**src/sram_test_params.svh**
```systemverilog
`ifndef SRAM_TEST_PARAMS_SVH
`define SRAM_TEST_PARAMS_SVH

// Select field plus command payload
`define PACKET_W 84

// Command payload shared by the narrow and wide views
`define PAYLOAD_W 82

// 256 words per macro
`define ADDR_W 8

// Macros on the test chip
`define NUM_MACROS 3

`endif

```
**src/sram_test_pkg.sv**
```systemverilog
`default_nettype none

`include "sram_test_params.svh"

package sram_test_pkg;

  // Which macro the packet targets
  typedef enum logic [1:0] {
    SEL_NARROW_DP = 2'd0,  // 32-bit, RW plus RO port
    SEL_NARROW_SP = 2'd1,  // 32-bit, RW only
    SEL_WIDE      = 2'd2,  // 64-bit, RW only
    SEL_NONE      = 2'd3
  } macro_sel_e;

  // Bits the narrow view uses before padding
  localparam int NARROW_USED_W = 2 + 4 + `ADDR_W + 32 + 1 + `ADDR_W;

  // Narrow macro command, port 0 read/write and port 1 read-only
  typedef struct packed {
    logic                                    csb0;   // Active low
    logic                                    web0;   // Active low
    logic [3:0]                              wmask;
    logic [`ADDR_W-1:0]                      addr0;
    logic [31:0]                             din0;
    logic                                    csb1;   // Active low, RO port
    logic [`ADDR_W-1:0]                      addr1;
    logic [`PAYLOAD_W-NARROW_USED_W-1:0]     pad;
  } narrow_cmd_t;

  // Wide macro command, single read/write port
  typedef struct packed {
    logic               csb0;
    logic               web0;
    logic [7:0]         wmask;  // One bit per byte
    logic [`ADDR_W-1:0] addr0;
    logic [63:0]        din0;
  } wide_cmd_t;

  // Same payload word, decoded by the select
  typedef union packed {
    narrow_cmd_t narrow;
    wide_cmd_t   wide;
  } cmd_payload_u;

  // Full command packet from the host
  typedef struct packed {
    macro_sel_e   sel;
    cmd_payload_u payload;
  } test_packet_t;

  // Routed bundle to one macro, all zero when idle
  typedef struct packed {
    logic         strobe;
    cmd_payload_u payload;
  } macro_pins_t;

endpackage

`default_nettype wire

```
**src/gpio_packet_deserializer.sv**
```systemverilog
`default_nettype none

`include "sram_test_params.svh"

module gpio_packet_deserializer (
  input  logic                        clk,
  input  logic                        reset,
  input  logic                        gpio_bit,
  input  logic                        gpio_valid,
  output sram_test_pkg::test_packet_t packet
);

  import sram_test_pkg::*;

  localparam int CNT_W = $clog2(`PACKET_W);

  logic [`PACKET_W-1:0] shift_q;
  logic [`PACKET_W-1:0] shift_next;
  logic [CNT_W-1:0]     bit_cnt;  // Bits received in current packet

  assign shift_next = {shift_q[`PACKET_W-2:0], gpio_bit};  // MSB arrives first

  always_ff @(posedge clk) begin
    if (gpio_valid) begin
      shift_q <= shift_next;
    end
  end

  // Output only moves once a whole packet has been shifted in
  always_ff @(posedge clk) begin
    if (reset) begin
      bit_cnt        <= '0;
      packet.sel     <= SEL_NONE;
      packet.payload <= '0;
    end else if (gpio_valid) begin
      if (bit_cnt == CNT_W'(`PACKET_W - 1)) begin
        bit_cnt <= '0;
        packet  <= test_packet_t'(shift_next);  // Last bit lands here
      end else begin
        bit_cnt <= bit_cnt + 1'b1;
      end
    end
  end

endmodule

`default_nettype wire

```
**config.mk**
```make
export PLATFORM = sky130hd
export DESIGN_NAME = gpio_packet_deserializer
export DESIGN_NICKNAME = d
export VERILOG_FILES = /design/src/sram_test_pkg.sv /design/src/gpio_packet_deserializer.sv
export VERILOG_INCLUDE_DIRS = /design/src /design/src/src
export SDC_FILE = /design/constraint.sdc
export NUM_CORES = 1
export LEC_CHECK = 0
export BUFFER_PORTS_ARGS = -buffer_cell sky130_fd_sc_hd__buf_2
export CELL_PAD_IN_SITES_DETAIL_PLACEMENT = 0
export CELL_PAD_IN_SITES_GLOBAL_PLACEMENT = 1
export CORE_MARGIN = 4
export CORE_UTILIZATION = 35
export CTS_CLUSTER_SIZE = 10
export DETAILED_ROUTE_END_ITERATION = 10
export GPL_TIMING_DRIVEN = 0
export PLACE_DENSITY_LB_ADDON = 0.1
export SYNTH_ARGS = -nofsm -noshare
export SYNTH_HDL_FRONTEND = slang
export SYNTH_SLANG_ARGS = --single-unit
```
**constraint.sdc**
```tcl
create_clock -name clk -period 1.85 [get_ports clk]
set_input_delay 0.2775 -clock clk [delete_from_list [all_inputs] [get_ports clk]]
set_output_delay 0.2775 -clock clk [all_outputs]
set_load 0.02 [all_outputs]
```
### Word level (Yosys, flattened, before mapping)

Cells that the tools add are included.

* $add $sub $neg: 1
* reduce and logical (&&, ||, !) cells: 1
* mux-type cells: 1
* eq/ne operators: 1

Operator list (count)
* adder 7 x 1 -> 7 bit (second input constant): 1
* equality test 7 bit (second input constant): 1
* two-way mux 7 bit: 1
* AND reduction 2 bit: 1

* output and inout port bits: 84
* flip-flop bits (word level): 174
* bits of input ports: 4
* logic and storage cells: 8

### Logic depth before layout (Yosys ltp)

Gate-level depths: netlist of the first run.

* depth after elaboration: 2
* gate-level depth with buffers: 7
* gate-level depth less buffers: 4

### Worst setup path after synthesis of the first run

OpenSTA, ideal clock, no wires.

* kind: register to register
* from: register bit_cnt[0]
* to: register packet[82] (netlist name)
* period minus slack after synthesis: 1.551 ns
* stages on the path, launching flop included: 8
* data arrival time: 1.479 ns
* slack: 0.299 ns
* buffers on the path: 3
* data required time: 1.778 ns
* setup time: 0.072 ns
* path through: dfxtp_1 > ha_1 > nand2_2 > nor4_2 > buf_4 > buf_6 > buf_8 > mux2i_1

* word-level cells in the longest chain between the ends: 2

RTL lines
* start: declaration: RTL line gpio_packet_deserializer.sv:19 `logic [CNT_W-1:0] bit_cnt;`
* start signal: assignment: RTL line gpio_packet_deserializer.sv:40 `bit_cnt <= bit_cnt + 1'b1;`
* equality test 7 bit: RTL line gpio_packet_deserializer.sv:36 `` if (bit_cnt == CNT_W'(`PACKET_W - 1)) begin ``
* AND reduction 2 bit (no line)
* end signal: assignment: RTL line gpio_packet_deserializer.sv:38 `packet <= test_packet_t'(shift_next);`
* end: declaration: RTL line gpio_packet_deserializer.sv:10 `output sram_test_pkg::test_packet_t packet`

No other way between the ends.
A chain may end at the register's enable or synchronous reset.

### Worst setup path in the final report of the first run

* from: register bit_cnt[0]
* to: register packet[78] (netlist name)

Same word-level chain as after synthesis.

==> results.md, run 1 <==
- CP arrival: 2.07 ns
- TritonCTS Buffers: 17
- Final number of setup-violating endpoints: 0
- Die Ht: 145 µm
- Routability cong.: 0.689
- Hold WS: 0.0529 ns
- CP max stage delay: 0.37 ns
- Die width: 145 µm
- CP Class: reg2reg
- Gr busiest metal: met2
- Congestion Overflow GR: 0
- FF-to-FF setup slack: 0.13 ns
- Crit share post-route: 92.9%
- Post-synth top cells: nand2b_1, dfxtp_1, mux2i_1
- Initial DRT Pass Iterations: 4
- Prevailing post-synth register cell: dfxtp_1
- Total Wirelength: 12700 µm
- Relative slew slack: 62.6%
- Area contributors post-synth: edfxtp_1, dfxtp_1, nand2b_1, mux2i_1, clkbuf_1
- Clk Latency, worst-skew pair: 0.42 ns
- Fmax: 582 MHz
- Dpl cell area: 0.00729 mm²
- Largest area contributor in the netlist: edfxtp_1
- CP max FO: 10
- Worst Tran Pin Value: 0.561 ns
- Yosys warning count: 0
- Post-synth top area share: 38.1%
- Fillcell total: 1697
- DIE AREA: 0.0210 mm²
- Final HPWL from detailed placement: 8070 µm
- Max-slew violations: 0
- Count leader, synth: nand2b_1
- CTS tree: built
- Met1 GRT Util: 16.7%
- CP Cell Sequence: ha_2 > nand2_2 > nor4_2 > buf_4 > buf_12 > buf_8 > mux2i_1
- Largest net degree at the start of global routing: 36
- Crit. End Element: register
- Initial antenna violation count: 1
- Clock-pin transition on the worst setup and hold timing paths: 0.07 ns
- Initial core utilization: 36.0%
- IR drop worst, VDD: 0.000613 V
- Clock Sinks: 174
- Post-Syn Area: 0.00655 mm²
- HP Class: in2reg
- Number of global-route vias before repair: 4029
- Cts hold-fix bufs: 0
- GR Util met2: 20.5%
- Crit-path slowest cell: dfxtp_1
- Post-Synthesis Cells: 483
- IO Count: 88
- CP required: 2.20 ns
- Synth cell types: 22
- Final nets: 597
- Max clock buf depth: 2
- # diodes: 0
- FP Rows: 49
- Share of flip-flops with an asynchronous set or reset: 0%
- Max cap viols: 0
- I/O Buffers: 86
- Average vias per placed instance: 4.56
- Routed vias: 3801
- Syn Area/Cell: 13.6 µm²
- Final ANT Viol Nets: 0
- RSZ-0062 raised after global routing: false
- Syn_nets: 488
- Outcome: finished clean
- TNS Setup: 0 ns
- Pleak: 2.96 nW
- Global-route wire length before repair: 20700 µm
- Core area: 0.0182 mm²
- DRC violations left: 0
- Power Density: 997 mW/mm²
- Seq/Total Area, Yosys: 65.9%
- Number of synthesized flops with an enable pin: 83
- Clock Skews: 0.00761 ns
- Htree depth: 4
- Min cycle time layout: 1.72 ns
- CTS Root Cell: clkbuf_16
- Post-Layout Inst Area: 0.00799 mm²
- Crit path max-delay family: buffers and inverters
- Critical path buffers and inverters: 3
- Overall routing resource usage: 12.8%
- Layout cells sized above 1: 22.3%
- Fin. Hold Viols: 0
- Met3 Usage GRT: 3.55%
- Area Growth Syn to Fin: 22.1%
- Synthesized flop and latch total: 174
- Drt first-iter violations: 208
- Worst setup SP type: register
- DR WL/cell: 15.2 µm
[cell families after synthesis]
| group | share of synthesized area, % |
|---|---|
| muxes | 13.0 |
| adders and majority gates | 0.191 |
| xor gates and xnor gates | 0.535 |
| AOI/OAI and AO/OA | 0.516 |
| and+or+nand+nor | 17.4 |
| buffers and inverters | 2.52 |
| DFF | 65.9 |
[metrics by stage]
step	setup WS, ns	power [mW]	utilization [%]	instances
CTS	0.0588	8.09	43.7	834
global route	0.0132	8.32	43.9	834
finish	0.131	7.97	43.9	834
global placement	-1.43	4.52	39.9	798
detailed placement	-0.661	4.52	40.1	799
floorplan	0.299	4.41	-	483
[worst paths after layout]
path	cells past startpoint	endpoint	from
worst max register to register	7	packet[78]	bit_cnt[0]
worst min-delay path	1	shift_q[0]	gpio_bit
worst max-delay path	7	packet[78]	bit_cnt[0]
worst min register to register	0	shift_q[1]	shift_q[0]
[layer usage]
metal | vias to the layer above | share of wire, %
li1 | 1854 | -
met1 | 1873 | 47
met2 | 59 | 48
met3 | 13 | 3.5
met4 | 2 | 1.3
met5 | - | 0.063
[where the power goes]
group          internal (mW)  total [mW]  switching [mW]
sequential              4.15        4.21          0.0577
clock                   2.03        3.52            1.50
combinational          0.109       0.233           0.124
total                   6.29        7.97            1.68
[layout make-up]
class,instances,area (µm²),share of cell area [%]
Buffer,30,196,2.46
Clock buffer,18,439,5.50
Clock inverter,14,144,1.80
Multi-Input combinational cell,279,2070,25.9
Sequential cell,174,4310,54.0
Tap cell,229,287,3.59
Timing Repair Buffer,90,541,6.76
[registers in the layout (all words and copies together) (netlist names)]
signal,flops
bit_cnt,7
packet,84
shift_q,83
[cell usage in the layout (no fill, tap or decap), types with 3 or more instances in the layout]
cell	n
buf_12	3
buf_2	85
buf_4	3
buf_6	6
clkbuf_1	19
clkbuf_16	17
clkinv_2	5
clkinv_4	5
dfxtp_1	91
edfxtp_1	83
mux2i_1	85
nand2b_1	167
nor2_1	5
nor3_1	4
xor2_1	3
[repair_timing]
action,in CTS,in global routing
gates cloned,1,0
buffers inserted,2,0
gates resized for setup,1,11
pin swaps,0,0
endpoints found under the setup margin,89,49
(Power assumes the default switching activity.)
==> run 2: changes to the inputs <==
--- a/config.mk
+++ b/config.mk
@@ -7,7 +7,7 @@
 export NUM_CORES = 1
 export LEC_CHECK = 0
 export BUFFER_PORTS_ARGS = -buffer_cell sky130_fd_sc_hd__buf_2
-export CELL_PAD_IN_SITES_DETAIL_PLACEMENT = 0
+export CELL_PAD_IN_SITES_DETAIL_PLACEMENT = 1
 export CELL_PAD_IN_SITES_GLOBAL_PLACEMENT = 1
 export CORE_MARGIN = 4
 export CORE_UTILIZATION = 35
==> results.md, run 2 (synthesis results as in run 1) <==
- DRC violations left: 0 (unchanged)
- DIE AREA: 0.0210 mm² (unchanged)
- Register share of total power: 54.3% (+1.4 points)
- CP arrival: 2.13 ns (+0.06 ns)
- Pint: 6.06 mW (-3.7%)
- Initial antenna violation count: 1 (unchanged)
- Crit path max-delay family: buffers and inverters
- Final HPWL from detailed placement: 8600 µm (+6.6%)
- Congestion Overflow GR: 0 (unchanged)
- Core area: 0.0182 mm² (unchanged)
- Total Wirelength: 13300 µm (+5.2%)
- TritonCTS Buffers: 17 (unchanged)
- Area of the multi-input gates: 0.00207 mm² (+0.18%)
- Clock Skews: 0.0167 ns (+0.00906 ns)
- Worst setup SP type: register
- Layout cells sized above 1: 22.5% (+0.17 points)
- Final nets: 597 (unchanged)
- Overall routing resource usage: 13.5% (+0.62 points)
- Largest net degree at the start of global routing: 36 (unchanged)
- CTS tree: built
- Htree depth: 4 (unchanged)
- Max-slew violations: 0 (unchanged)
- Worst Reg-to-Reg Cells: 7 (unchanged)
- Sw frac: 21.9% (+0.81 points)
- Combinational share of power: 3.0% (about the same)
- Biggest register: packet
- # diodes: 0 (unchanged)
- Clock-pin transition on the worst setup and hold timing paths: 0.07 ns (about the same)
- Biggest regs: packet x84, shift_q x83, bit_cnt x7
- Max reg flops: 84 (unchanged)
- Post-Layout Inst Area: 0.00795 mm² (-0.53%)
- Routed vias: 3840 (+1.0%)
- Final number of setup-violating endpoints: 0 (unchanged)
- Drt first-iter violations: 158 (-24%)
- Worst Tran Pin Value: 0.578 ns (+0.0169 ns)
- Crit share post-route: 96.6% (+3.7 points)
- HP Class: in2reg
- Die Ht: 145 µm (unchanged)
- IR drop worst, VDD: 0.000623 V (+1.7%)
- CTS Root Cell: clkbuf_16
- Max clock buf depth: 2 (unchanged)
- Max cap viols: 0 (unchanged)
- Fillcell total: 1920 (+13%)
- Hold depth: 1 (unchanged)
- Register area: 0.00431 mm² (unchanged)
- CP required: 2.19 ns (about the same)
- Fin. Hold Viols: 0 (unchanged)
- Clk Latency, worst-skew pair: 0.43 ns (about the same)
- Relative slew slack: 61.5% (-1.1 points)
- Clock share of power: 42.6% (-1.6 points)
- Routability cong.: 0.689 (unchanged)
- CP Cell Sequence: ha_2 > nand2_2 > nor4_2 > buf_4 > buf_12 > buf_6 > mux2i_2
- I/O Buffers: 86 (unchanged)
- Fmax: 560 MHz (-3.8%)
- Critical path buffers and inverters: 3 (unchanged)
- IO Count: 88 (unchanged)
- Initial core utilization: 36.0% (unchanged)
- Final ANT Viol Nets: 0 (unchanged)
- CP Class: reg2reg
- Commonest non-fill, non-tap cell in the layout: nand2b_1
- Initial DRT Pass Iterations: 4 (unchanged)
- Area Growth Syn to Fin: 21.4%
- Switching Power: 1.69 mW (+1.1%)
- Crit. End Element: register
- Global-route wire length before repair: 21800 µm (+5.2%)
- Cts hold-fix bufs: 0 (unchanged)
- DR WL/cell: 16.0 µm (+5.2%)
- CP max stage delay: 0.37 ns (about the same)
- TNS Setup: 0 ns (unchanged)
- Power Density: 975 mW/mm² (-2.2%)
- Dpl cell area: 0.00729 mm² (unchanged)
- CP max FO: 10 (unchanged)
- Critical Path Stages: 7 (unchanged)
- Number of global-route vias before repair: 4174 (+3.6%)
- Die width: 145 µm (unchanged)
- Outcome: finished clean
- Average vias per placed instance: 4.60 (+1.0%)
- Min cycle time layout: 1.79 ns (+0.0679 ns)
- Clock Sinks: 174 (unchanged)
- FP Rows: 49 (unchanged)
- Leading cell types in the layout, fill and taps excluded: nand2b_1, dfxtp_1, buf_2
- Crit-path slowest cell: dfxtp_1
- Pleak: 2.93 nW (-0.71%)
## run 2: final timing paths
kind / start / end / slack [ns]
worst min register to register: shift_q[57] / shift_q[58] / 0.45
worst min-delay path: gpio_bit / shift_q[0] / 0.05
worst max-delay path: bit_cnt[0] / packet[14] / 0.06
worst max register to register: bit_cnt[0] / packet[14] / 0.06
## run 2: area by class of cell
cell class,count,share of cell area (%)
flip-flops and latches,174,54.3
multi-input cells,279,26.1
repair buffers,90,6.75
clock buffers,20,5.75
well taps,229,3.60
plain buffers,30,2.46
clock inverters,12,1.07
## run 2: power by group through the flow
stage               sequential (mW)  clock, mW  combinational [mW]
floorplan                      4.27          0               0.139
global placement               4.30          0               0.219
detailed placement             4.29          0               0.232
CTS                            4.21       3.43               0.244
global route                   4.22       3.59               0.266
finish                         4.21       3.31               0.234
## run 2: repair_timing
item,CTS,global route
gates resized for setup,1,10
cloned,1,0
setup endpoints to repair,89,61
setup buffers,2,0
## run 2: metal layers
layer  vias to the layer above  global-route usage [%]  routed length, µm
met3                        10                    4.07                441
met5                         -                       0                  7
li1                       1859                       -                  -
met1                      1906                    17.3               6220
met2                        63                    21.9               6570
met4                         2                    4.12                100
## run 2: stage by stage
| step | setup WS, ns | power (mW) | hold slack [ns] | utilization (%) | instances |
|---|---|---|---|---|---|
| 5_1_grt | -0.00451 | 8.08 | 0.0390 | 43.7 | 834 |
| 6_report | 0.0634 | 7.75 | 0.0461 | 43.7 | 834 |
| 3_3_place_gp | -1.43 | 4.52 | 0.433 | 39.9 | 798 |
| 4_1_cts | 0.0207 | 7.89 | 0.0365 | 43.5 | 834 |
| 3_5_place_dp | -0.695 | 4.53 | 0.437 | 40.1 | 799 |
| 2_1_floorplan | 0.299 | 4.41 | 0.376 | - | 483 |
