$ cat src/sram_test_params.svh
`ifndef SRAM_TEST_PARAMS_SVH
`define SRAM_TEST_PARAMS_SVH

// Select field plus command payload
`define PACKET_W 84

// Command payload shared by the narrow and wide views
`define PAYLOAD_W 82

// 256 words per macro
`define ADDR_W 8

// Macros on the test chip
`define NUM_MACROS 3

`endif

$ cat src/sram_test_pkg.sv
`default_nettype none

`include "sram_test_params.svh"

package sram_test_pkg;

  // Which macro the packet targets
  typedef enum logic [1:0] {
    SEL_NARROW_DP = 2'd0,  // 32-bit, RW plus RO port
    SEL_NARROW_SP = 2'd1,  // 32-bit, RW only
    SEL_WIDE      = 2'd2,  // 64-bit, RW only
    SEL_NONE      = 2'd3
  } macro_sel_e;

  // Bits the narrow view uses before padding
  localparam int NARROW_USED_W = 2 + 4 + `ADDR_W + 32 + 1 + `ADDR_W;

  // Narrow macro command, port 0 read/write and port 1 read-only
  typedef struct packed {
    logic                                    csb0;   // Active low
    logic                                    web0;   // Active low
    logic [3:0]                              wmask;
    logic [`ADDR_W-1:0]                      addr0;
    logic [31:0]                             din0;
    logic                                    csb1;   // Active low, RO port
    logic [`ADDR_W-1:0]                      addr1;
    logic [`PAYLOAD_W-NARROW_USED_W-1:0]     pad;
  } narrow_cmd_t;

  // Wide macro command, single read/write port
  typedef struct packed {
    logic               csb0;
    logic               web0;
    logic [7:0]         wmask;  // One bit per byte
    logic [`ADDR_W-1:0] addr0;
    logic [63:0]        din0;
  } wide_cmd_t;

  // Same payload word, decoded by the select
  typedef union packed {
    narrow_cmd_t narrow;
    wide_cmd_t   wide;
  } cmd_payload_u;

  // Full command packet from the host
  typedef struct packed {
    macro_sel_e   sel;
    cmd_payload_u payload;
  } test_packet_t;

  // Routed bundle to one macro, all zero when idle
  typedef struct packed {
    logic         strobe;
    cmd_payload_u payload;
  } macro_pins_t;

endpackage

`default_nettype wire

$ cat src/sram_port_router.sv
`default_nettype none

`include "sram_test_params.svh"

module sram_port_router (
  input  logic                        clk,
  input  logic                        reset,
  input  sram_test_pkg::test_packet_t packet_in,
  output sram_test_pkg::macro_pins_t  macro_pins [`NUM_MACROS],
  input  logic [31:0]                 rw_dout0,
  input  logic [31:0]                 ro_dout0,
  input  logic [31:0]                 rw_dout1,
  input  logic [63:0]                 rw_dout2,
  output logic [63:0]                 sram_data
);

  import sram_test_pkg::*;

  test_packet_t packet_q;   // Active packet
  logic         strobe;     // Half-rate pacing for the macros
  logic         act_csb0;
  logic         act_web0;
  logic [63:0]  read_mux;
  logic [63:0]  read_data;  // First stage of the read pipeline

  // Packet register and strobe divider
  always_ff @(posedge clk) begin
    if (reset) begin
      packet_q.sel     <= SEL_NONE;
      packet_q.payload <= '0;
      strobe           <= 1'b0;
    end else begin
      packet_q <= packet_in;
      strobe   <= ~strobe;
    end
  end

  // Pick the payload view that matches the target macro
  always_comb begin
    case (packet_q.sel)
      SEL_NARROW_DP, SEL_NARROW_SP: begin
        act_csb0 = packet_q.payload.narrow.csb0;
        act_web0 = packet_q.payload.narrow.web0;
      end
      SEL_WIDE: begin
        act_csb0 = packet_q.payload.wide.csb0;
        act_web0 = packet_q.payload.wide.web0;
      end
      default: begin
        act_csb0 = 1'b1;  // Nothing selected reads as idle
        act_web0 = 1'b1;
      end
    endcase
  end

  // Only the selected macro sees strobe and payload
  always_ff @(posedge clk) begin
    if (reset) begin
      for (int i = 0; i < `NUM_MACROS; i++) begin
        macro_pins[i] <= '0;
      end
    end else begin
      for (int i = 0; i < `NUM_MACROS; i++) begin
        if (int'(packet_q.sel) == i) begin
          macro_pins[i].strobe  <= strobe;
          macro_pins[i].payload <= packet_q.payload;
        end else begin
          macro_pins[i] <= '0;
        end
      end
    end
  end

  // Narrow outputs are zero-extended to 64 bits
  always_comb begin
    case (packet_q.sel)
      SEL_NARROW_DP: read_mux = {32'd0, act_csb0 ? ro_dout0 : rw_dout0};
      SEL_NARROW_SP: read_mux = {32'd0, rw_dout1};
      SEL_WIDE:      read_mux = rw_dout2;
      default:       read_mux = '0;
    endcase
  end

  // Capture while the active packet is a read, then one more stage out
  always_ff @(posedge clk) begin
    if (reset) begin
      read_data <= '0;
      sram_data <= '0;
    end else begin
      if (act_web0) begin
        read_data <= read_mux;
      end
      sram_data <= read_data;
    end
  end

endmodule

`default_nettype wire

$ cat config.mk
export PLATFORM = sky130hd
export DESIGN_NAME = sram_port_router
export DESIGN_NICKNAME = d
export VERILOG_FILES = /design/src/sram_test_pkg.sv /design/src/sram_port_router.sv
export VERILOG_INCLUDE_DIRS = /design/src /design/src/src
export SDC_FILE = /design/constraint.sdc
export NUM_CORES = 1
export LEC_CHECK = 0
export ABC_AREA = 1
export ABC_CLOCK_PERIOD_IN_PS = 4000
export BUFFER_PORTS_ARGS = -buffer_cell sky130_fd_sc_hd__buf_2
export CORE_AREA = 10 10 210 212
export DETAILED_ROUTE_END_ITERATION = 16
export DIE_AREA = 0 0 220 222
export RECOVER_POWER = 50
export SYNTH_ARGS = -nofsm -noshare
export SYNTH_HDL_FRONTEND = slang
export SYNTH_SLANG_ARGS = --single-unit
$ cat constraint.sdc
create_clock -name clk -period 4 [get_ports clk]
set_clock_uncertainty 0.2 [all_clocks]
set_input_delay 0.2 -clock clk [delete_from_list [all_inputs] [get_ports clk]]
set_output_delay 0.2 -clock clk [all_outputs]
set_load 0.02 [all_outputs]
# ---- Yosys cells after proc, flatten, opt, wreduce, memory -nomap -nowiden
# Cells that the tools add are included.
dict set report op_classes {
  addsub 0
  multipliers 0
  div_mod_pow 0
  magnitude_cmp 0
  n_eq_ne 4
  shifts 0
  n_mux 4
  bitwise 4
  reduce_logical 6
}
# operator count
set op_table {}
lappend op_table {{$pmux 64 s3} 1}
lappend op_table {{$mux 32} 1}
lappend op_table {{$eq 2x2->1 const B} 3}
lappend op_table {{$reduce_or 2->1} 3}
lappend op_table {{$logic_not 2->1} 2}
lappend op_table {{$not 1->1} 4}
lappend op_table {{$reduce_or 3->1} 1}
lappend op_table {{$eq 2x1->1 const B} 1}
lappend op_table {{$mux 1} 2}
dict set report word_totals {
  ff_bits 462
  latch_bits 0
  ram_bits 0
  romBits 0
  inputBits 246
  output_inout_bits 313
  mem_count 0
}

# ---- Depth between registers and ports, before layout
# Gate-level depths: netlist of run 1.
dict set report logic_depth {
  depth_word 5
  ltp_mapped 9
  mapped_depth_nobuf 7
}

# ---- Least setup slack after synthesis of run 1
# Ideal clock, no wire load.
dict set report synth_timing {
  path_type {register to register}
  start {register packet_q[82] (netlist bit)}
  end {register read_data[10]}
  setup_ns 0.112
  arrival_time_ns 1.059
  slack_ns 2.628
  stages_incl_launch_ff 10
  synth_period_minus_slack_ns 1.372
  cell_sequence {dfxtp_1 -> buf_2 -> nand2_1 -> nand2_1 -> buf_2 -> nand2_1 -> nand2_1 -> nand2_1 -> nand2_1 -> nand2_1}
}
dict set report synth_between {
  elab_chain_len 5
  word_cells_on_any_way 8
  cone_classes {2 x eq/ne; 4 x mux; 2 x reduce/logical}
}
# element line_no
set synth_rtl {}
lappend synth_rtl {{from (decl)} sram_port_router.sv:19} ;# test_packet_t packet_q;
lappend synth_rtl {{from (signal assigned)} sram_port_router.sv:33} ;# packet_q <= packet_in;
lappend synth_rtl {{$eq 2x2->1, or another cell as far along} {sram_port_router.sv:40, sram_port_router.sv:76}}
lappend synth_rtl {{$reduce_or 3->1 (no line)} n/a}
lappend synth_rtl {{$mux 1} sram_port_router.sv:40} ;# case (packet_q.sel)
lappend synth_rtl {{$mux 32} sram_port_router.sv:77} ;# SEL_NARROW_DP: read_mux = {32'd0, act_csb0 ? ro_dout0 : rw_dout0};
lappend synth_rtl {{$pmux 64 s3} sram_port_router.sv:76} ;# case (packet_q.sel)
lappend synth_rtl {{to (signal assigned)} sram_port_router.sv:91} ;# read_data <= read_mux;
lappend synth_rtl {{to (decl)} sram_port_router.sv:24} ;# logic [63:0] read_data;
# Parallel ways exist; a longest one is shown, timed or not.
# A chain may end at the register's enable or synchronous reset.

# ---- Worst setup path in the final report of run 1
dict set report layout_timing {
  start {register packet_q[82] (netlist bit)}
  end {register read_data[25]}
}
# The elaborated chain is that of the path after synthesis.

==> summary.md, run 1 <==
| Metric | Value |
|---|---|
| Status | finished, final reports clean |
| H-tree depth | 2 |
| Final #Nets | approximately 2700 |
| Hold Vio Cnt, Final | 0 |
| Worst path required time | between 4 and 5 ns |
| WS Path Type | register to register |
| Count of different cell masters after synthesis | 14 |
| Most area-consuming cells after synthesis | dfxtp_1, nor2_1, nand2_1 |
| Placed Instance Area | between 15000 and 20000 µm² |
| Vias | about 13000 |
| Drt total wl | about 50 mm |
| Total CTS buffers | 49 |
| Total power density per cell area | ~480 nW/µm² |
| Initial antenna violation count | 1 |
| Crit-path cells | inv_2 > nand2_1 > buf_4 > nor2_1 > nand2_1 > dlygate4sd3_1 > nand2_1 > dlygate4sd3_1 > nand2_1 > nand2_1 |
| Root Driver | clkbuf_16 |
| Antenna-violating nets left | 0 |
| Max Cap Violations | 0 |
| Yosys reg bits | between 400 and 500 |
| Port bufs | 558 |
| Clk_lat worst skew | 0.56 ns |
| Startpoint types | register |
| Area leader, netlist | dfxtp_1 |
| Setup_tns | 0 ns |
| Largest net degree at the start of global routing | 84 |
| Grt ovf | 0 |
| Slowest cell on the critical path | nand2_1 |
| CP Max Fanout | 34 |
| Synth warn | 0 |
| Post-CTS Setup Bufs | 0 |
| Vias/cell | about 4.2 |
| Layout cells sized above 1 | 13.9% |
| Vias in the first global route | ~13000 |
| Post-Layout Inst Area | ~21000 µm² |
| Die height | 222 µm |
| Post-synth top area share | 65.7% |
| Core Region | ~40000 µm² |
| Hold Crit Class | input pin to register |
| Most common cell on crit path | nand2_1 |
| Final Setup Violations | 0 |
| First-pass GRT wire length | roughly 76 mm |
| Initial drt markers | ~770 |
| CP Capture Type | register |
| Final Cycle Share | between 90 and 100% |
| Fin Hold WS | 0.153 ns |
| Leak | slightly below 10 nW |
| Per-cell routed wire length | about 17 µm |
| Die Span X | ~220 µm |
| Slew Limit Fails | 0 |
| CTS Hold Bufs | between 200 and 300 |
| Register area share after synthesis | between 60% and 70% |
| Synth-to-layout area growth | 49.8% |
| Drt pass-1 iters | 5 |
| DP HPWL | 35.8 mm |
| Die area | about 49000 µm² |
| Global Route Usage Sum | slightly below 20% |
| Initial core utilization | 35.5% |
| RD Place Congestion | about 0.84 |
| Clock buffer depth | 3 |
| F_max | between 200 and 300 MHz |
| Crit path time final | between 3 and 4 ns |
| Syn Inst Count | about 1700 |
| Worst IR Drop VDD | 0.387 mV |
| Slew HR | between 9 and 10% |
| Worst Path Arrival | 4.06 ns |
| Largest stage delay, worst path | 0.87 ns |
| Worst-Margin Slew | ~1.3 ns |
| CTS tree | built |
| Synthesized area | ~14000 µm² |
| Clock sink total | approximately 460 |
| CTS resizes | 0 |
| Clk slew on worst S/H paths | roughly 0.060 ns |
| RSZ-0062 raised after global routing | no |
| Syn Nets | about 1900 |
| I/O pin total | 559 |
| Placement Rows | between 70 and 80 |
| Syn_area_per_cell | 8.30 µm² |
| DRC errors left | 0 |
==> layout make-up <==
cell class / count / area [µm²]
inverters: 299 / 1120
multi-input cells: 854 / 3330
well taps: 525 / 657
flip-flops and latches: 462 / 9250
repair buffers: 823 / 5020
clock inverters: 17 / 233
clock buffers: 70 / 1460
diodes: 1 / 2.50
fillers: 3775 / 18600
==> cells in the mapped netlist <==
master,number
buf_4,3
buf_2,55
inv_1,293
nor2_1,459
nand2_1,324
nor3_2,1
inv_2,6
nor2_4,1
dfxtp_1,462
clkbuf_1,15
or2_2,2
buf_1,6
nor3_4,1
nand3_1,66
==> kinds of logic after synthesis <==
family	count (synthesis)	share of synthesized area (%)
simple gates	854	23.6
flops	462	65.7
buf+inv	378	10.7
==> stage by stage <==
step | utilization [%] | total power [mW] | worst slack [ns] | std cells
finish | 53.2 | 10.1 | 0.252 | 3051
global route | 53.2 | 10.5 | 0.0554 | 3051
CTS | 54.2 | 10.2 | 0.303 | 3050
detailed placement | 43.6 | 5.35 | 1.42 | 2713
global placement | 43.6 | 5.35 | 1.40 | 2713
floorplan | - | 5.09 | 2.63 | 1694
==> sequential cells by signal (all words and copies together) (netlist names) <==
register and cells:
strobe 1, sram_data 64, read_data 64, packet_q 84
macro_pins 249
==> routing by layer <==
layer | part of all wire, % | vias up | GRT usage (%)
met3 | 8.9 | 79 | 6.25
met1 | 39 | 5804 | 22.3
li1 | - | 6434 | -
met5 | 0 | - | 0
met2 | 49 | 511 | 34.3
met4 | 2.9 | 0 | 7.24
==> worst max-delay path, delay by kind of cell, from the launching register on <==
kind	cells	cell delay, ns
buf+inv	4	1.97
simple gates	6	1.19
flops	1	0.32
==> worst paths after layout <==
check                             start                    endpoint  slack (ns)  cells past startpoint
min                       packet_in[82]     packet_q[82]$_SDFF_PP1_        0.15                      3
max reg2reg     packet_q[82]$_SDFF_PP1_  read_data[25]$_SDFFE_PP0P_        0.25                     10
max             packet_q[82]$_SDFF_PP1_  read_data[25]$_SDFFE_PP0P_        0.25                     10
min reg2reg  read_data[59]$_SDFFE_PP0P_    sram_data[59]$_SDFF_PP0_        0.21                      2
==> power by group <==
part / internal [mW] / switching (mW) / leakage (nW) / total (mW)
combinational: 0.332 / 0.387 / 5.34 / 0.719
clock: 2.86 / 1.81 / 0.836 / 4.67
sequential: 4.69 / 0.0253 / 3.75 / 4.71
total: 7.88 / 2.22 / 9.93 / 10.1
==> placed cells by master (no fill, tap or decap), drive strengths merged <==
cell         Yosys  layout
clkinv           0       9
clkbuf          15     383
dfxtp          462     462
buf             64     260
diode            0       1
bufinv           0       5
or2              2       2
dlygate4sd3      0     250
nand3           66      66
inv            299     301
clkinvlp         0       1
nor3             2       2
nand2          324     324
nor2           460     460
Power figures use the tool's default switching activity.
==> run 2, diff against run 1 <==
--- a/config.mk
+++ b/config.mk
@@ -14,4 +14,5 @@
 export DIE_AREA = 0 0 220 222
 export RECOVER_POWER = 50
+export SLEW_MARGIN = 20
 export SYNTH_ARGS = -nofsm -noshare
 export SYNTH_HDL_FRONTEND = slang
==> constraint.sdc (replaced) <==
create_clock -name clk -period 4 [get_ports clk]
set_clock_uncertainty 0.2 [all_clocks]
set_input_delay 0.8 -clock clk [delete_from_list [all_inputs] [get_ports clk]]
set_output_delay 0.8 -clock clk [all_outputs]
set_load 0.02 [all_outputs]
==> run 2 against run 1 <==
Against the previous run:
- the run now ends with max-capacitance violations, max-slew violations left
- sequential power about the same
- non-clock buffer count decreased by 253
- via count decreased by 8.5%
- final cell count decreased by 8.4%
- largest power group is now the clock network
- highest routed layer is now met5
==> summary.md, run 2 (synthesized netlist as in run 1, its figures left out) <==
| Metric | Value |
|---|---|
| Largest net degree at the start of global routing | 85 |
| Vias | roughly 12000 |
| CTS Hold Bufs | 0 |
| Hold Vio Cnt, Final | 0 |
| Root Driver | clkbuf_16 |
| Clk_lat worst skew | approximately 0.57 ns |
| Hold Crit Class | register to register |
| Global Route Usage Sum | roughly 18% |
| Grt ovf | 0 |
| H-tree depth | 2 |
| Hold path endpoint | sram_data[7]$_SDFF_PP0_ |
| WS Path Type | input pin to register |
| Setup_tns | 0 ns |
| Crit-path cells | clkbuf_1 > clkbuf_2 > nor2_1 > nand2_1 > nand2_1 |
| Synth-to-layout area growth | 34.0% |
| Worst IR Drop VDD | 0.367 mV |
| Core Region | roughly 40000 µm² |
| Crit path time final | between 2 and 3 ns |
| Final worst slack | roughly 1.1 ns |
| CTS tree | built |
| Multi-input logic area | between 3000 and 4000 µm² |
| Initial antenna violation count | 5 |
| Worst Min Path Start | read_data[7]$_SDFFE_PP0P_ |
| Clk slew on worst S/H paths | about 0.060 ns |
| Per-cell routed wire length | ~17 µm |
| Most common cell on crit path | nand2_1 |
| Commonest non-fill, non-tap cell in the layout | dfxtp_1 |
| WP buf/inv | 2 |
| RR Endpoint | macro_pins[140]$_SDFF_PP0_ |
| R2R Setup Slk | ~1.2 ns |
| Worst-Margin Slew | 1.89 ns |
| R2R cell count | 4 |
| Worst Path Arrival | 3.17 ns |
| Max reg flops | 249 |
| Die area | a little under 50000 µm² |
| Initial drt markers | approximately 690 |
| Worst Hold Depth | 2 |
| DP HPWL | roughly 35 mm |
| DRC errors left | 0 |
| First-pass GRT wire length | between 60 and 70 mm |
| Overall Power | about 10 mW |
| FF/Latch Area | between 9000 and 10000 µm² |
| Slew HR | -26.0% |
| Leak | 9.59 nW |
| Vias in the first global route | roughly 12000 |
| Largest regs | macro_pins: 249 flops, packet_q: 84 flops |
| Layout cells sized above 1 | 22.4% |
| Worst R2R Start | packet_q[83]$_SDFF_PP1_ |
| Status | finished with violations |
| Largest stage delay, worst path | roughly 1.4 ns |
| Total CTS buffers | 47 |
| Antenna-violating nets left | 0 |
| RD Place Congestion | approximately 0.88 |
| Clock buffer depth | 3 |
| Commonest non-fill, non-tap cells in the layout | dfxtp_1, nor2_1, buf_2, nand2_1, inv_1 |
| FILL cells | 4006 |
| Vias/cell | 4.20 |
| Final Cycle Share | roughly three quarters |
| Top reg by flops | macro_pins |
| CP Capture Type | register |
| Post-CTS Setup Bufs | 0 |
| Startpoint types | input pin |
| Slew Limit Fails | 85 |
| Port bufs | around 560 |
| F_max | roughly 340 MHz |
| Final #Nets | 2480 |
| Placement Rows | 73 |
| Clock sink total | 462 |
| CP Max Fanout | 84 |
| CP Launch Point | reset |
| I/O pin total | between 500 and 600 |
| Die height | approximately 220 µm |
| CTS resizes | 0 |
| Failing checks | max-capacitance violations, max-slew violations |
| Total power density per cell area | around 530 nW/µm² |
| Pre-CTS setup slack | 1.30 ns |
| Delay-heaviest family, CP | buffers and inverters |
| Drt pass-1 iters | 4 |
| Die Span X | 220 µm |
| Max Cap Violations | 1 |
| RSZ-0062 raised after global routing | no |
| Initial core utilization | 35.5% |
| Slowest cell on the critical path | clkbuf_2 |
| Worst path required time | roughly 4.2 ns |
| Final Setup Violations | 0 |
| Drt total wl | approximately 47 mm |
-- run 2: cell count changes in the layout (fill, tap and decap cells not counted), moves of 3 or more --
cell	change
buf_12	+4
buf_2	+159
dlygate4sd3_1	-250
bufinv_16	+5
clkbuf_16	-4
clkbuf_1	-165
clkinv_4	+3
buf_4	-9
-- run 2: per-stage QoR --
stage	std cells	hold slack, ns	utilization [%]	instance area, µm²
after floorplan	1694	0.193	-	14100
after global placement	2709	0.199	43.6	17300
after detailed placement	2709	0.206	43.6	17300
after CTS	2794	0.193	48.0	19000
after global routing	2796	0.214	47.6	18800
final	2796	0.210	47.6	18800
-- run 2: tightest hold or removal path, delay by kind of cell (launching register included) --
kind	cells	cell delay, ns
flops	1	0.29
buf+inv	1	0.04
simple gates	1	0.04
-- run 2: cell type report --
type,count,share of cell area [%]
multi-input cells,854,17.7
diodes,1,0.0133
clock inverters,28,2.34
well taps,525,3.48
flip-flops and latches,462,49.1
repair buffers,570,14.5
clock buffers,57,6.92
inverters,299,5.95
-- run 2: worst max-delay path by stage --
stage                                            end  cells after the start
after floorplan              packet_q[82]$_SDFF_PP1_                      4
after global placement    macro_pins[103]$_SDFF_PP0_                      4
after detailed placement  macro_pins[140]$_SDFF_PP0_                      4
after CTS                 macro_pins[140]$_SDFF_PP0_                      3
after global routing      read_data[56]$_SDFFE_PP0P_                      5
final                     read_data[56]$_SDFFE_PP0P_                      5
-- run 2: report_power, final --
group | total, mW | leakage, nW | switching, mW | internal, mW
combinational | 0.531 | 4.98 | 0.347 | 0.183
clock | 4.83 | 0.856 | 1.84 | 2.99
sequential | 4.71 | 3.75 | 0.0258 | 4.69
total | 10.1 | 9.59 | 2.21 | 7.86
-- run 2: routing by layer --
layer | routed length [µm] | share of wire (%) | GRT usage, % | up-vias
met1 | 18700 | 39 | 20.5 | 5275
met4 | 1150 | 2.4 | 5.57 | 4
met2 | 22900 | 48 | 31.3 | 465
li1 | - | - | - | 5916
met3 | 4570 | 9.7 | 6.40 | 74
met5 | 25 | 0.053 | 0 | -
==> run 3, diff against run 2 <==
- ABC_AREA: 1 -> 0
- ABC_CLOCK_PERIOD_IN_PS: 4000 -> 2500
- CORE_AREA: 10 10 210 212 -> 10 10 207 209
- DIE_AREA: 0 0 220 222 -> 0 0 217 219
- clock period: 4 -> 2.5 ns (I/O delays scaled with it)
==> run 3 against run 2 <==
Against the previous run:
- the run now ends clean
- hold slack lost 0.19 ns
- register-to-register slack got worse by 0.76 ns
- flip-flop and latch count is the same
- critical path depth down 1
- first-iteration DRC count is 12% lower
- sequential share of layout area decreased by 0.94 points
- core utilization up 2.3 points
- final cell count shrank 17%
- via count is 14% lower
- routed wire length decreased by 7.1%
- non-clock buffer count grew 117
- count of clock-buffer cells in the layout is 7 higher
- critical path type is now register to register
- largest power group is now sequential cells
==> summary.md, run 3 <==
| Metric | Value |
|---|---|
| Total CTS buffers | 45 |
| Core Region | ~39000 µm² |
| Worst Hold Depth | 2 |
| RSZ-0062 raised after global routing | no |
| CP Max Fanout | 18 |
| Hold Vio Cnt, Final | 0 |
| Slew HR | 37.7% |
| Pre-CTS setup slack | 0.462 ns |
| DP HPWL | between 30 and 40 mm |
| I/O pin total | about 560 |
| Vias/cell | roughly 4.3 |
| Startpoint types | register |
| Worst Min Path Start | packet_in[65] |
| Synthesized area | 13400 µm² |
| Area leader, netlist | dfxtp_1 |
| Post-synth EDFFs | 0 |
| Initial antenna violation count | 7 |
| Final worst slack | approximately 0.42 ns |
| Per-cell routed wire length | between 15 and 20 µm |
| Commonest non-fill, non-tap cell in the layout | dfxtp_1 |
| Vias in the first global route | approximately 11000 |
| Syn Nets | 1347 |
| Max Cap Violations | 0 |
| Root Driver | clkbuf_16 |
| Initial core utilization | 34.8% |
| Vias | 10100 |
| R2R Setup Slk | around 0.42 ns |
| Synth warn | 0 |
| Antenna-violating nets left | 0 |
| Largest net degree at the start of global routing | approximately 80 |
| Clk slew on worst S/H paths | ~0.06 ns |
| Top reg by flops | macro_pins |
| Synth cell count leaders | dfxtp_1, and2_1, nor2b_1 |
| Die area | between 40000 and 50000 µm² |
| Leak | 8.56 nW |
| First-pass GRT wire length | 64.7 mm |
| Worst IR Drop VDD | around 0.55 mV |
| Register area share after synthesis | 69.0% |
| Clock sink total | between 400 and 500 |
| Clock buffer depth | 3 |
| Count of different cell masters after synthesis | 20 |
| Final #Nets | about 2000 |
| Syn Inst Count | around 1100 |
| Global Route Usage Sum | approximately 18% |
| Most area-consuming cells after synthesis | dfxtp_1, and2_1, nor2b_1 |
| Layout cells sized above 1 | 29.7% |
| Final Setup Violations | 0 |
| Worst path required time | 2.77 ns |
| Hold path endpoint | packet_q[65]$_SDFF_PP0_ |
| Most frequent cell after synthesis | dfxtp_1 |
| Post-CTS Setup Bufs | 0 |
| Drt total wl | ~44 mm |
| Grt ovf | 0 |
| Placement Rows | between 70 and 80 |
| Largest regs | macro_pins: 249 flops, packet_q: 84 flops |
| Status | finished, final reports clean |
| Syn_area_per_cell | about 12 µm² |
| Worst R2R Start | packet_q[82]$_SDFF_PP1_ |
| Clk_lat worst skew | 0.56 ns |
| RR Endpoint | read_data[22]$_SDFFE_PP0P_ |
| FILL cells | around 3500 |
| Synth-to-layout area growth | 43.4% |
| Worst Path Arrival | between 2 and 2.5 ns |
| Die Span X | about 220 µm |
| RD Place Congestion | roughly 0.80 |
| Drt pass-1 iters | 7 |
| Worst-Margin Slew | slightly above 0.9 ns |
| Prevailing post-synth register cell | dfxtp_1 |
| Final Cycle Share | 83.2% |
| Crit path time final | between 2 and 2.5 ns |
| Commonest non-fill, non-tap cells in the layout | dfxtp_1, buf_2, and2_1, clkbuf_1, nor2b_1 |
| Async SR Flop Fraction | 0% |
| Post-synth top area share | 69.0% |
| WS Path Type | register to register |
| F_max | 481 MHz |
| R2R cell count | 4 |
| Yosys reg bits | 462 |
| CP Capture Type | register |
| CTS tree | built |
| Initial drt markers | 604 |
| Slew Limit Fails | 0 |
| Hold Crit Class | input pin to register |
| DRC errors left | 0 |
| Port bufs | between 500 and 600 |
| Setup_tns | 0 ns |
| Max reg flops | 249 |
| H-tree depth | 2 |
| Total power density per cell area | around 810 nW/µm² |
| Die height | around 220 µm |
-- run 3: worst max-delay path by stage --
stage / start / end / slack (ns) / cells after the start
detailed placement: packet_q[83]$_SDFF_PP1_ / read_data[35]$_SDFFE_PP0P_ / 0.46 / 5
global route: packet_q[83]$_SDFF_PP1_ / read_data[51]$_SDFFE_PP0P_ / 0.30 / 5
CTS: packet_q[82]$_SDFF_PP1_ / read_data[22]$_SDFFE_PP0P_ / 0.41 / 4
floorplan: reset / read_data[10]$_SDFFE_PP0P_ / 0.85 / 6
finish: packet_q[82]$_SDFF_PP1_ / read_data[22]$_SDFFE_PP0P_ / 0.42 / 4
global placement: packet_q[83]$_SDFF_PP1_ / read_data[61]$_SDFFE_PP0P_ / 0.51 / 5
-- run 3: power by group --
part           internal, mW  switching (mW)
sequential             7.50          0.0676
clock                  4.39            2.75
combinational         0.436           0.401
-- run 3: critical path, stage by stage (launching register included) --
cell      delay (ns)
dfxtp_1         0.39
nor2_2          0.71
buf_4           0.38
a222oi_1        0.14
o21ai_0         0.17
-- run 3: area by class of cell --
type | instances | area [µm²] | share of cell area (%)
Sequential cell | 462 | 9250 | 48.1
Clock buffer | 64 | 1320 | 6.86
Multi-Input combinational cell | 567 | 3810 | 19.8
Timing Repair Buffer | 687 | 3920 | 20.4
Clock inverter | 15 | 265 | 1.38
Tap cell | 518 | 648 | 3.37
Antenna cell | 2 | 5.00 | 0.0260
-- run 3: cells by family after synthesis --
kind of cell / after synthesis / share of synthesized area [%]
flops: 462 / 69.0
mux: 32 / 2.69
compound gates: 97 / 5.74
buf+inv: 72 / 2.75
simple gates: 438 / 19.8
-- run 3: stage by stage --
stage / instance area, µm² / cells / hold slack (ns) / util (%) / total power [mW]
final: 19200 / 2315 / 0.0228 / 49.8 / 15.5
after global placement: 16700 / 2123 / 0.234 / 43.4 / 8.43
after CTS: 19400 / 2312 / 0.000339 / 50.3 / 15.7
after floorplan: 13400 / 1101 / 0.212 / - / 8.06
after detailed placement: 16700 / 2123 / 0.247 / 43.4 / 8.44
after global routing: 19200 / 2314 / 0.0180 / 49.8 / 16.1
-- run 3: per-layer routing --
layer  track usage [%]  up-vias  routed length (µm)
li1                  -     4869                   -
met1              19.6     4632               17200
met2              30.0      465               21400
met3              6.70       78                4180
met4              5.92        8                1120
met5                 0        -                  42
-- run 3: repair_timing --
item                      in CTS  in global routing
hold endpoints to repair     110                  1
hold buffers                 110                  1
resized for setup              0                  0
